<file path="src/logic/spi_defs.svh">
// spi master register map and sizing macros, included by the rtl files that decode or size them
`ifndef SPI_DEFS_SVH
`define SPI_DEFS_SVH

// word offsets, matched against dstaddr[7:2]
`define SPI_CONFIG       6'h00   // spi_en, cpol, cpha, auto
`define SPI_STATUS       6'h01   // rx flag, state, busy
`define SPI_CLKDIV       6'h02   // half period = clkdiv+1 clk cycles
`define SPI_CMD          6'h03   // first byte on the wire
`define SPI_PSIZE        6'h04   // payload bytes after cmd
`define SPI_START        6'h05   // any write kicks a transfer
`define SPI_RX           6'h06   // last byte shifted in
`define SPI_TX           6'h08   // four words, 6'h08..6'h0b

// register reset values
`define SPI_CLKDIV_RESET 8'd4
`define SPI_PSIZE_RESET  8'd4

// transmit buffer depth in bytes
`define SPI_TX_BYTES     16

`endif

</file>
<file path="src/logic/spi_pkg.sv">
// shared types for the spi master, referenced by scoped name from the rtl files
package spi_pkg;

   // plain vectors with a meaning
   typedef logic [7:0]  spi_byte_t;   // cmd, psize, clkdiv, status, data
   typedef logic [31:0] spi_word_t;   // bus data and address
   typedef logic [1:0]  spi_dmode_t;  // 0 byte, 1 halfword, 2 word

   // single beat bus packet, used both ways
   typedef struct packed {
      logic       write;     // 1 = write, 0 = read / return
      spi_dmode_t datamode;  // selects write byte lanes
      spi_word_t  dstaddr;   // only bits 7:2 decoded
      spi_word_t  data;      // write data or read data
   } spi_packet_t;

   // what the serial engine needs from the registers
   typedef struct packed {
      logic      spi_en;  // engine enable
      logic      cpol;    // sclk idle level
      logic      cpha;    // 1 = sample on trailing edge
      spi_byte_t cmd;     // command byte, sent first
      spi_byte_t psize;   // buffer bytes after cmd
      spi_byte_t clkdiv;  // divider terminal count
   } spi_cfg_t;

   // engine fsm, also visible as status[3:1]
   typedef enum logic [2:0] {
      IDLE  = 3'd0,  // ss_n high, waiting for start
      SETUP = 3'd1,  // one half period before ss_n falls
      DATA  = 3'd2,  // clocking bytes
      HOLD  = 3'd3   // one half period before ss_n rises
   } spi_state_t;

endpackage

</file>
<file path="src/logic/spi_master_regs.sv">
// spi master register block: decodes bus packets, keeps the registers, returns reads, starts transfers
`timescale 1ns/1ps
`include "spi_defs.svh"

module spi_master_regs (
   input  logic                       clk,
   input  logic                       nreset,
   // bus request
   input  logic                       access_in,
   input  spi_pkg::spi_packet_t       packet_in,
   output logic                       wait_out,
   // bus return
   output logic                       access_out,
   output spi_pkg::spi_packet_t       packet_out,
   input  logic                       wait_in,
   // to engine
   output spi_pkg::spi_cfg_t          cfg,
   output logic [`SPI_TX_BYTES*8-1:0] tx_buf,
   output logic                       start,
   // from engine
   input  logic                       busy,
   input  spi_pkg::spi_state_t        state,
   input  logic                       rx_valid,
   input  spi_pkg::spi_byte_t         rx_byte
);

   localparam int         TX_WORDS = `SPI_TX_BYTES / 4;
   localparam logic [5:0] TX_BASE  = `SPI_TX;  // low two bits are zero

   logic               accept;      // request taken this edge
   logic               wr_en;
   logic               rd_en;
   logic [5:0]         addr_word;   // dstaddr[7:2]
   logic [1:0]         tx_sel;      // tx word within the buffer
   logic               is_tx;
   logic               tx_wr;
   logic               start_req;
   logic [3:0]         lane_en;     // byte lanes from datamode
   spi_pkg::spi_byte_t wbyte;       // lane 0 of write data
   spi_pkg::spi_word_t rdata;       // read mux result

   spi_pkg::spi_byte_t config_reg;
   spi_pkg::spi_byte_t cmd_reg;
   spi_pkg::spi_byte_t psize_reg;
   spi_pkg::spi_byte_t clkdiv_reg;
   spi_pkg::spi_byte_t rx_reg;
   logic               rx_flag;     // sticky, set by rx_valid
   spi_pkg::spi_word_t [TX_WORDS-1:0] tx_mem;

   //########################################################################
   // decode
   //########################################################################

   assign wait_out  = access_out & wait_in;  // one read in flight at most
   assign accept    = access_in & ~wait_out;
   assign wr_en     = accept & packet_in.write;
   assign rd_en     = accept & ~packet_in.write;
   assign addr_word = packet_in.dstaddr[7:2];
   assign tx_sel    = packet_in.dstaddr[3:2];
   assign is_tx     = (addr_word[5:2] == TX_BASE[5:2]);
   assign tx_wr     = wr_en & is_tx;
   assign wbyte     = packet_in.data[7:0];

   // manual start always, auto start on the lowest tx word
   assign start_req = wr_en & ((addr_word == `SPI_START) |
                               (config_reg[4] & is_tx & (tx_sel == 2'd0)));

   always_comb begin
      case (packet_in.datamode)
         2'd0:    lane_en = 4'b0001;  // byte
         2'd1:    lane_en = 4'b0011;  // halfword
         default: lane_en = 4'b1111;  // word
      endcase
   end

   //########################################################################
   // registers
   //########################################################################

   always_ff @(posedge clk or negedge nreset) begin
      if (!nreset) begin
         config_reg <= '0;
         cmd_reg    <= '0;
         psize_reg  <= `SPI_PSIZE_RESET;
         clkdiv_reg <= `SPI_CLKDIV_RESET;
      end else if (wr_en) begin
         case (addr_word)
            `SPI_CONFIG: config_reg <= wbyte;
            `SPI_CMD:    cmd_reg    <= wbyte;
            `SPI_PSIZE:  psize_reg  <= wbyte;
            `SPI_CLKDIV: clkdiv_reg <= wbyte;
            default:     ;
         endcase
      end
   end

   // status bit 0, cleared by any status write
   always_ff @(posedge clk or negedge nreset) begin
      if (!nreset) begin
         rx_flag <= 1'b0;
      end else if (wr_en && addr_word == `SPI_STATUS) begin
         rx_flag <= 1'b0;
      end else if (rx_valid) begin
         rx_flag <= 1'b1;
      end
   end

   // start pulse one edge after acceptance, dropped while the engine runs
   always_ff @(posedge clk or negedge nreset) begin
      if (!nreset) begin
         start <= 1'b0;
      end else begin
         start <= start_req & ~busy & ~start;  // ~start covers busy lag
      end
   end

   always_ff @(posedge clk) begin
      if (rx_valid) begin
         rx_reg <= rx_byte;
      end
   end

   // tx buffer, masked byte lanes
   always_ff @(posedge clk) begin
      if (tx_wr) begin
         for (int i = 0; i < 4; i++) begin
            if (lane_en[i]) begin
               tx_mem[tx_sel][i*8 +: 8] <= packet_in.data[i*8 +: 8];
            end
         end
      end
   end

   assign tx_buf = tx_mem;  // word 0 holds bytes 0..3

   assign cfg = '{spi_en: config_reg[0],
                  cpol:   config_reg[2],
                  cpha:   config_reg[3],
                  cmd:    cmd_reg,
                  psize:  psize_reg,
                  clkdiv: clkdiv_reg};

   //########################################################################
   // read return
   //########################################################################

   always_comb begin
      rdata = '0;
      if (is_tx) begin
         rdata = tx_mem[tx_sel];
      end else begin
         case (addr_word)
            `SPI_CONFIG: rdata[7:0] = config_reg;
            `SPI_STATUS: rdata[7:0] = {3'b000, busy, state, rx_flag};
            `SPI_CLKDIV: rdata[7:0] = clkdiv_reg;
            `SPI_CMD:    rdata[7:0] = cmd_reg;
            `SPI_PSIZE:  rdata[7:0] = psize_reg;
            `SPI_RX:     rdata[7:0] = rx_reg;
            default:     rdata      = '0;  // start and holes read zero
         endcase
      end
   end

   always_ff @(posedge clk or negedge nreset) begin
      if (!nreset) begin
         access_out <= 1'b0;
      end else if (rd_en) begin
         access_out <= 1'b1;
      end else if (!wait_in) begin
         access_out <= 1'b0;  // consumed
      end
   end

   // held return packet, only loaded on a new read
   always_ff @(posedge clk) begin
      if (rd_en) begin
         packet_out <= '{write:    1'b0,
                         datamode: packet_in.datamode,
                         dstaddr:  packet_in.dstaddr,
                         data:     rdata};
      end
   end

   // engine must not see a start while it is running
   a_start_not_busy: assert property (@(posedge clk) disable iff (!nreset)
      start |-> !busy);

   // a stalled return stays put
   a_return_held: assert property (@(posedge clk) disable iff (!nreset)
      access_out && wait_in |=> access_out && $stable(packet_out));

endmodule

</file>
<file path="src/logic/spi_master_io.sv">
// spi master serial engine: divider, slave select, shifters and byte sequencing for all four modes
`timescale 1ns/1ps
`include "spi_defs.svh"

module spi_master_io (
   input  logic                       clk,
   input  logic                       nreset,
   input  spi_pkg::spi_cfg_t          cfg,
   input  logic [`SPI_TX_BYTES*8-1:0] tx_buf,
   input  logic                       start,
   output logic                       busy,
   output spi_pkg::spi_state_t        state,
   output logic                       rx_valid,
   output spi_pkg::spi_byte_t         rx_byte,
   // spi pins
   output logic                       sclk,
   output logic                       mosi,
   output logic                       ss_n,
   input  logic                       miso
);

   spi_pkg::spi_byte_t div_cnt;        // half period counter
   logic               tick;           // half period boundary
   logic               in_data;
   logic [3:0]         edge_cnt;       // sclk edge within byte, even = leading
   logic [4:0]         byte_idx;       // 0 = cmd, n = buffer byte n-1
   logic [4:0]         last_idx;       // latched at start
   logic [4:0]         psize_clamped;
   logic               sample_now;
   logic               shift_now;
   logic               byte_end;
   spi_pkg::spi_byte_t next_byte;
   spi_pkg::spi_byte_t tx_shift;
   spi_pkg::spi_byte_t rx_shift;

   //########################################################################
   // timing and edge selection
   //########################################################################

   assign tick    = (div_cnt == cfg.clkdiv);
   assign in_data = (state == spi_pkg::DATA);
   assign busy    = (state != spi_pkg::IDLE);

   // more than a full buffer makes no sense
   assign psize_clamped = (cfg.psize > `SPI_TX_BYTES) ? 5'(`SPI_TX_BYTES) : cfg.psize[4:0];

   // cpha 0 samples leading edges, cpha 1 trailing edges
   assign sample_now = in_data & tick & (edge_cnt[0] == cfg.cpha);

   // launch on the other edge, first and last of a byte excluded
   assign shift_now  = in_data & tick & (edge_cnt[0] != cfg.cpha) &
                       (edge_cnt != 4'd15) & (edge_cnt != 4'd0);

   assign byte_end   = in_data & tick & (edge_cnt == 4'd15);

   // buffer byte that follows the one now finishing
   assign next_byte  = tx_buf[{byte_idx[3:0], 3'b000} +: 8];

   assign mosi = in_data & tx_shift[7];  // low outside data phase

   //########################################################################
   // fsm
   //########################################################################

   always_ff @(posedge clk or negedge nreset) begin
      if (!nreset) begin
         state    <= spi_pkg::IDLE;
         ss_n     <= 1'b1;
         sclk     <= 1'b0;
         div_cnt  <= '0;
         edge_cnt <= '0;
         byte_idx <= '0;
         last_idx <= '0;
         rx_valid <= 1'b0;
      end else begin
         rx_valid <= cfg.spi_en & sample_now & (edge_cnt[3:1] == 3'd7);  // 8th bit in
         if (!cfg.spi_en) begin
            // disabled, park everything
            state   <= spi_pkg::IDLE;
            ss_n    <= 1'b1;
            sclk    <= cfg.cpol;
            div_cnt <= '0;
         end else begin
            div_cnt <= (state == spi_pkg::IDLE || tick) ? 8'd0 : div_cnt + 8'd1;
            case (state)
               spi_pkg::IDLE: begin
                  sclk <= cfg.cpol;  // track idle level
                  if (start) begin
                     state    <= spi_pkg::SETUP;
                     last_idx <= psize_clamped;
                  end
               end
               spi_pkg::SETUP: begin
                  sclk <= cfg.cpol;
                  if (tick) begin
                     state    <= spi_pkg::DATA;
                     ss_n     <= 1'b0;  // select slave
                     edge_cnt <= '0;
                     byte_idx <= '0;
                  end
               end
               spi_pkg::DATA: begin
                  if (tick) begin
                     sclk     <= ~sclk;
                     edge_cnt <= edge_cnt + 4'd1;  // wraps per byte
                     if (edge_cnt == 4'd15) begin
                        if (byte_idx == last_idx) begin
                           state <= spi_pkg::HOLD;
                        end else begin
                           byte_idx <= byte_idx + 5'd1;
                        end
                     end
                  end
               end
               spi_pkg::HOLD: begin
                  sclk <= cfg.cpol;
                  if (tick) begin
                     state <= spi_pkg::IDLE;
                     ss_n  <= 1'b1;  // deselect, busy drops
                  end
               end
               default: state <= spi_pkg::IDLE;
            endcase
         end
      end
   end

   //########################################################################
   // shifters
   //########################################################################

   always_ff @(posedge clk) begin
      if (state == spi_pkg::SETUP && tick) begin
         tx_shift <= cfg.cmd;  // cmd goes first
      end else if (byte_end && byte_idx != last_idx) begin
         tx_shift <= next_byte;
      end else if (shift_now) begin
         tx_shift <= {tx_shift[6:0], 1'b0};  // msb first
      end
      if (sample_now) begin
         rx_shift <= {rx_shift[6:0], miso};
      end
      if (sample_now && edge_cnt[3:1] == 3'd7) begin
         rx_byte <= {rx_shift[6:0], miso};  // full byte incl. this bit
      end
   end

   // slave never selected while idle
   a_idle_deselected: assert property (@(posedge clk) disable iff (!nreset)
      state == spi_pkg::IDLE |-> ss_n);

   // sclk rests at cpol whenever the slave is deselected
   a_sclk_idle_level: assert property (@(posedge clk) disable iff (!nreset)
      ss_n && $stable(cfg.cpol) |-> sclk == cfg.cpol);

endmodule

</file>
<file path="src/logic/spi_master.sv">
// spi master top, joins the register block and the serial engine to the bus and the spi pins
`timescale 1ns/1ps
`include "spi_defs.svh"

module spi_master (
   input  logic                 clk,
   input  logic                 nreset,
   // bus request
   input  logic                 access_in,
   input  spi_pkg::spi_packet_t packet_in,
   output logic                 wait_out,
   // bus return
   output logic                 access_out,
   output spi_pkg::spi_packet_t packet_out,
   input  logic                 wait_in,
   // spi pins
   output logic                 sclk,
   output logic                 mosi,
   input  logic                 miso,
   output logic                 ss_n
);

   spi_pkg::spi_cfg_t           cfg;
   logic [`SPI_TX_BYTES*8-1:0]  tx_buf;
   logic                        start;     // one cycle
   logic                        busy;
   spi_pkg::spi_state_t         state;
   logic                        rx_valid;  // one cycle per byte
   spi_pkg::spi_byte_t          rx_byte;

   spi_master_regs u_regs (
      .clk        (clk),
      .nreset     (nreset),
      .access_in  (access_in),
      .packet_in  (packet_in),
      .wait_out   (wait_out),
      .access_out (access_out),
      .packet_out (packet_out),
      .wait_in    (wait_in),
      .cfg        (cfg),
      .tx_buf     (tx_buf),
      .start      (start),
      .busy       (busy),
      .state      (state),
      .rx_valid   (rx_valid),
      .rx_byte    (rx_byte)
   );

   spi_master_io u_io (
      .clk      (clk),
      .nreset   (nreset),
      .cfg      (cfg),
      .tx_buf   (tx_buf),
      .start    (start),
      .busy     (busy),
      .state    (state),
      .rx_valid (rx_valid),
      .rx_byte  (rx_byte),
      .sclk     (sclk),
      .mosi     (mosi),
      .ss_n     (ss_n),
      .miso     (miso)
   );

endmodule

</file>
<file path="config.mk">
export PLATFORM = sky130hd
export DESIGN_NAME = spi_master
export DESIGN_NICKNAME = d
export VERILOG_FILES = /design/src/logic/spi_pkg.sv /design/src/logic/spi_master_regs.sv /design/src/logic/spi_master_io.sv /design/src/logic/spi_master.sv
export VERILOG_INCLUDE_DIRS = /design/src /design/src/logic
export SDC_FILE = /design/constraint.sdc
export NUM_CORES = 1
export LEC_CHECK = 0
export ABC_AREA = 1
export BUFFER_PORTS_ARGS = -buffer_cell sky130_fd_sc_hd__buf_2
export CORE_UTILIZATION = 45
export DETAILED_ROUTE_END_ITERATION = 7
export PLACE_DENSITY_LB_ADDON = 0.12
export SLEW_MARGIN = 40
export SYNTH_ARGS = -nofsm -noshare
export SYNTH_HDL_FRONTEND = slang
export SYNTH_SLANG_ARGS = --single-unit
</file>
<file path="constraint.sdc">
create_clock -name clk -period 7.2 [get_ports clk]
set_input_delay 0.36 -clock clk [delete_from_list [all_inputs] [get_ports clk]]
set_output_delay 0.36 -clock clk [all_outputs]
set_load 0.05 [all_outputs]
</file>
* Word-level counts from Yosys, hierarchy flattened *
Cells that the tools add are included.
W data, S select, Z words.

cells by class
  add/sub/neg operators = 3
  mux-type cells = 57
  equal/unequal tests = 32
  bitwise logic cells = 25
  order comparisons = 3
  shift operators = 1
  reduce and logical (&&, ||, !) cells = 26

operators with widths
  kind                   number
  $mux W128              7
  $bwmux W128            4
  $demux W32 S2          4
  $shiftx A128 B8 Y8     1
  $bmux W32 S2           1
  $mux W32               2
  $mux W8                7
  $pmux W8 S6            1
  $mux W5                5
  $mux W24               1
  $mux W3                7
  $and A1 B1 Y1          19
  $eq A6 B3 Y1 const B   3
  $mux W16               1
  $pmux W4 S2            2
  $eq A6 B2 Y1 const B   2
  $ne A3 B2 Y1 const B   4
  $pmux W3 S4            1
  $reduce_and A6 Y1      2
  $pmux W5 S2            1
  $reduce_and A2 Y1      5
  $mux W1                9
  $ne A3 B3 Y1 const B   3
  $add A8 B1 Y8 const B  1
  other kinds (36)       54

word-level totals
  output and inout port bits = 72
  input bits = 72
  word-level logic and storage cells = 174
  register bits = 288

* Logic depth before layout (Yosys ltp) *
  depth in word-level cells = 15
  depth in mapped cells = 12

* By module *
Synthesis repeated with hierarchy kept, for this count alone.

unflattened totals
  cell total of the unflattened synthesis = 1314
  area total of the unflattened synthesis = 13221.4 um^2

modules (own cells, without submodules)
  module           area each (um^2)  cells an instance  sequential area each (um^2)  times used
  spi_master_regs  9206.3            718                6944.2                       1
  spi_master_io    4015.1            596                1367.6                       1

* Worst setup path after synthesis *
No wires, ideal clock.

  path kind = register -> register
  start = register u_regs.access_out
  end = register u_regs.packet_out[0] (netlist name)
  data required time = 6.628 ns
  slack = 1.138 ns
  stages on the path, launching flop included = 4
  period minus slack after synthesis = 6.062 ns
  arrival = 5.490 ns
  cell sequence = dfrtp_1 -> nand2_1 -> inv_1 -> nor3_1

between the ends
  longest elaborated chain between the ends = 4

ends and longest elaborated chain
  item                    line                    RTL
  from (decl)             spi_master_regs.sv:13   output logic access_out,
  from (signal assigned)  spi_master_regs.sv:166  access_out <= 1'b0;
  from (signal assigned)  spi_master_regs.sv:168  access_out <= 1'b1;
  from (signal assigned)  spi_master_regs.sv:170  access_out <= 1'b0;
  $and A1 B1 Y1           spi_master_regs.sv:54   assign wait_out = access_out & wait_in;
  net wait_out            spi_master.sv:11        output logic wait_out,
  $not A1 Y1              spi_master_regs.sv:55   assign accept = access_in & ~wait_out;
  $and A1 B1 Y1           spi_master_regs.sv:55
  $and A1 B1 Y1           spi_master_regs.sv:57   assign rd_en = accept & ~packet_in.write;
  net u_regs.rd_en        spi_master_regs.sv:32   logic rd_en;

The timed path passes the listed nets, and every way through them passes these cells.
A chain may end at the register's enable or synchronous reset.

* Worst setup path in the final report *
  start = input port packet_in[39] (netlist name)
  end = register u_regs.tx_mem, in the netlist u_regs.tx_buf[32], enable pin

between the ends
  longest elaborated chain between the ends = 2

ends and longest elaborated chain
  item                             line                    RTL
  from (decl)                      spi_master.sv:10        input spi_pkg::spi_packet_t packet_in,
  $eq A4 B2 Y1                     spi_master_regs.sv:60   assign is_tx = (addr_word[5:2] == TX_BASE[5:2]);
  $and A1 B1 Y1                    spi_master_regs.sv:61   assign tx_wr = wr_en & is_tx;
  to (signal, indexed assignment)  spi_master_regs.sv:128  tx_mem[tx_sel][i*8 +: 8] <= packet_in.data[i*8 +: 8];
  to (decl)                        spi_master_regs.sv:48   spi_pkg::spi_word_t [TX_WORDS-1:0] tx_mem;

Every way passes these cells.

==> impl_metrics.csv <==
group,metric,value,unit
synth,synth_top_family_by_area,"simple AND/OR/NAND/NOR gates",
route,via_count,9465,
power_and_ir_drop,cellPowerDensity,237,nW/um2
synth,yosysUniqueCellTypes,42,
die,io-pin-count,144,
finish,fin_nets,1421,
setup_path,rrSetupSlack,4.64,ns
clock_network,clock_latency,0.55,ns
worst_hold_path,hold_class,"in -> reg",
route,drc,0,
finish,largest_reg_flops,128,
setup_path,r2r_start,"u_regs.access_out",
synth,yosysSeqAreaShare,0.655,
clock_network,h-tree-depth,1,
placed_design,io_buffer_count,142,
route,totalWireLength,34.6,mm
route,firstDrtPassIters,5,
synth,synth_edf_count,225,
sta,relSlewSlack,0.409,
finish,area_growth,18.0,%
placed_design,place_congestion,0.919,
clock_network,cts_buffers,30,
sta,final-hold-violation-count,0,
setup_path,cp-end-kind,"register",
sta,tightestPinTransition,0.884,ns
clock_network,cts_tree,"yes",
synth,synth_flop_cell,"edfxtp_1",
grt,antenna_found_initial,0,
setup_path,cpMostUsedCell,"nor2_1",
synth,synth_compound_area_frac,0.105,
synth,async_flop_share,0.216,
synth,synth-simple-area-share,0.161,
finish,n_fill_cell,2503,
die,chipHeight,170,um
power_and_ir_drop,ir_worst_vdd,0.000192,V
sta,rsz0062_at_grt,"false",
sta,setup_viol,0,
route,ant_nets,0,
sta,tns,0,ns
finish,diodes,0,
setup_path,r2r_end,"u_regs.tx_buf[32]",
grt,grt_pass1_wl,52.0,mm
clock_network,clk_pin_slew,0.06,ns
synth,synthMuxAreaShare,0,
die,core,27800,um2
synth,syn_nets,1255,
finish,seq_area,8310,um2
clock_network,clock_tree.root_cell,"clkbuf_16",
setup_path,arrival,2.92,ns
sta,finalCriticalPeriod,2.75,ns
placed_design,post_dp_cell_area,13700,um2
power_and_ir_drop,cellLeakagePower,5.94,nW
die,placementRows,61,
die,dieArea,28900,um2
placed_design,hpwl,23.8,mm
synth,syn_inst,1174,
finish,multi_input_area,3690,um2
clock_network,cts_setup_buffers,0,
worst_hold_path,worst_hold_path.num_cells,1,
finish,layout_commonest_cell,"edfxtp_1",
flow_run,maxCapViolCount,0,
setup_path,path_class,"in -> reg",
setup_path,reg2regPathDepth,5,
sta,finalMaxSlewViolations,0,
sta,min_period_over_period,0.382,
finish,drive_gt1_frac,0.182,
sta,holdWs,0.0202,ns
setup_path,cp.required,7.37,ns
synth,yosysWarnings,0,
synth,synth_area_per_cell,10.8,um2
route,wire_per_inst,19.9,um
setup_path,crit_chain,"dlygate4sd3_1, buf_2, nor2_1, nand3_1, buf_4, clkinv_1, nand2_1, nor2_1",
setup_path,worstPathMaxFanout,25,
route,viasPerCell,5.43,
sta,fmax,364,MHz
grt,track_usage,0.239,
route,drt-initial-drc-count,1164,
worst_hold_path,whs_endpoint,"u_regs.tx_buf[19]",
finish,fin_area,15000,um2
setup_path,slowest_delay,0.81,ns
finish,final_util,0.539,
synth,synth_fa_ha_area_frac,0.00887,
worst_hold_path,holdCritStartpoint,"packet_in[19]",
sta,fin_skew,0.00844,ns
setup_path,cp_slowest_cell,"nor2_1",
synth,syn_area,12700,um2
grt,grt_pass1_vias,8888,
grt,grt_max_degree,98,
die,start_util,0.457,
synth,synth_seq_cells,287,
clock_network,numClockSinks,287,
synth,synth_xor_area_frac,0.0124,
setup_path,crit_start,"packet_in[39]",
clock_network,clockBufferDepth,3,
run_status,status,"complete, no violations",
setup_path,cp-start-kind,"input pin",
grt,grt_overflow,0,
finish,mostFrequentLayoutCells,"edfxtp_1 (225), nand2_1 (205), buf_2 (142)",
die,dieWidth,170,um
-- worst max-delay path by stage --
stage                                      end  slack (ns)  cells past startpoint
after floorplan           u_regs.packet_out[0]        1.14                      3
after global placement       u_regs.tx_buf[44]        4.45                      7
after detailed placement      u_io.tx_shift[3]        4.47                     10
after CTS                     u_io.tx_shift[3]        4.45                     10
after global routing         u_regs.tx_buf[37]        4.36                      8
final                        u_regs.tx_buf[32]        4.45                      8
-- timing repair --
item	CTS	global route
gates resized for setup	0	0
endpoints found under the hold margin	90	0
hold buffers	31	0
-- Yosys cell counts (2+ instances only) --
master | count | share of area
nor2_2 | 4 | 0.0020
nand2_4 | 2 | 0.0018
dfstp_2 | 3 | 0.0062
buf_2 | 21 | 0.0083
nand4_1 | 8 | 0.0039
buf_6 | 4 | 0.0035
nand3b_1 | 2 | 0.0012
nor3_1 | 11 | 0.0043
a22oi_1 | 23 | 0.014
clkbuf_1 | 16 | 0.0047
nand3_1 | 96 | 0.038
a31oi_1 | 2 | 0.00099
inv_2 | 10 | 0.0030
dfrtp_1 | 59 | 0.12
buf_1 | 2 | 0.00059
inv_1 | 107 | 0.032
o22ai_1 | 17 | 0.0084
clkinv_1 | 2 | 0.00059
nor2_1 | 117 | 0.035
nor2_4 | 3 | 0.0027
ha_1 | 9 | 0.0089
edfxtp_1 | 225 | 0.53
xnor2_1 | 11 | 0.0076
nand2_1 | 205 | 0.061
a21oi_1 | 41 | 0.016
nand3_4 | 2 | 0.0028
buf_4 | 9 | 0.0053
nand2_2 | 8 | 0.0039
xor2_1 | 7 | 0.0048
or2_2 | 2 | 0.00099
o211ai_1 | 18 | 0.011
o21ai_1 | 36 | 0.014
a221oi_1 | 21 | 0.014
o21ai_0 | 63 | 0.025
-- routing by layer --
metal  up-vias  track usage  share of wire
met2       474        0.367           0.44
met4         0       0.0584          0.022
met1      4494        0.353           0.46
li1       4435            -              -
met3        62       0.0405          0.083
met5         -            0              0
-- per-stage QoR --
stage                     power [mW]  cells  worst slack (ns)
after floorplan                 2.04   1174              1.14
after global placement          2.13   1655              4.45
after detailed placement        2.14   1655              4.47
after CTS                       3.58   1742              4.45
after global routing            3.67   1742              4.36
final                           3.55   1742              4.45
-- kinds of logic (layout without fill, tap and decap cells) --
kind of cell / after synthesis / after routing
AOI/OAI and AO/OA: 224 / 224
DFF: 287 / 287
and+or+nand+nor: 464 / 464
xor gates and xnor gates: 18 / 18
adders and majority gates: 9 / 9
buffers and inverters: 171 / 361
other: 1 / 1
-- cell type report --
cell class / instances / area share
Sequential cell: 287 / 0.555
Multi-Input combinational cell: 716 / 0.247
Tap cell: 378 / 0.0316
Clock inverter: 11 / 0.00368
Inverter: 119 / 0.0298
Timing Repair Buffer: 186 / 0.0755
Clock buffer: 45 / 0.0573
-- worst max-delay path: cells and delay by family --
| kind | cells | cell delay [ns] |
|---|---|---|
| buffers and inverters | 4 | 1.12 |
| AND/OR/NAND/NOR | 4 | 1.42 |
-- power by group --
part           switching, mW  internal (mW)
Sequential            0.0219           1.83
Combinational          0.191         0.0772
Clock                  0.617          0.819
No activity file was read; power rests on OpenSTA's default activity.
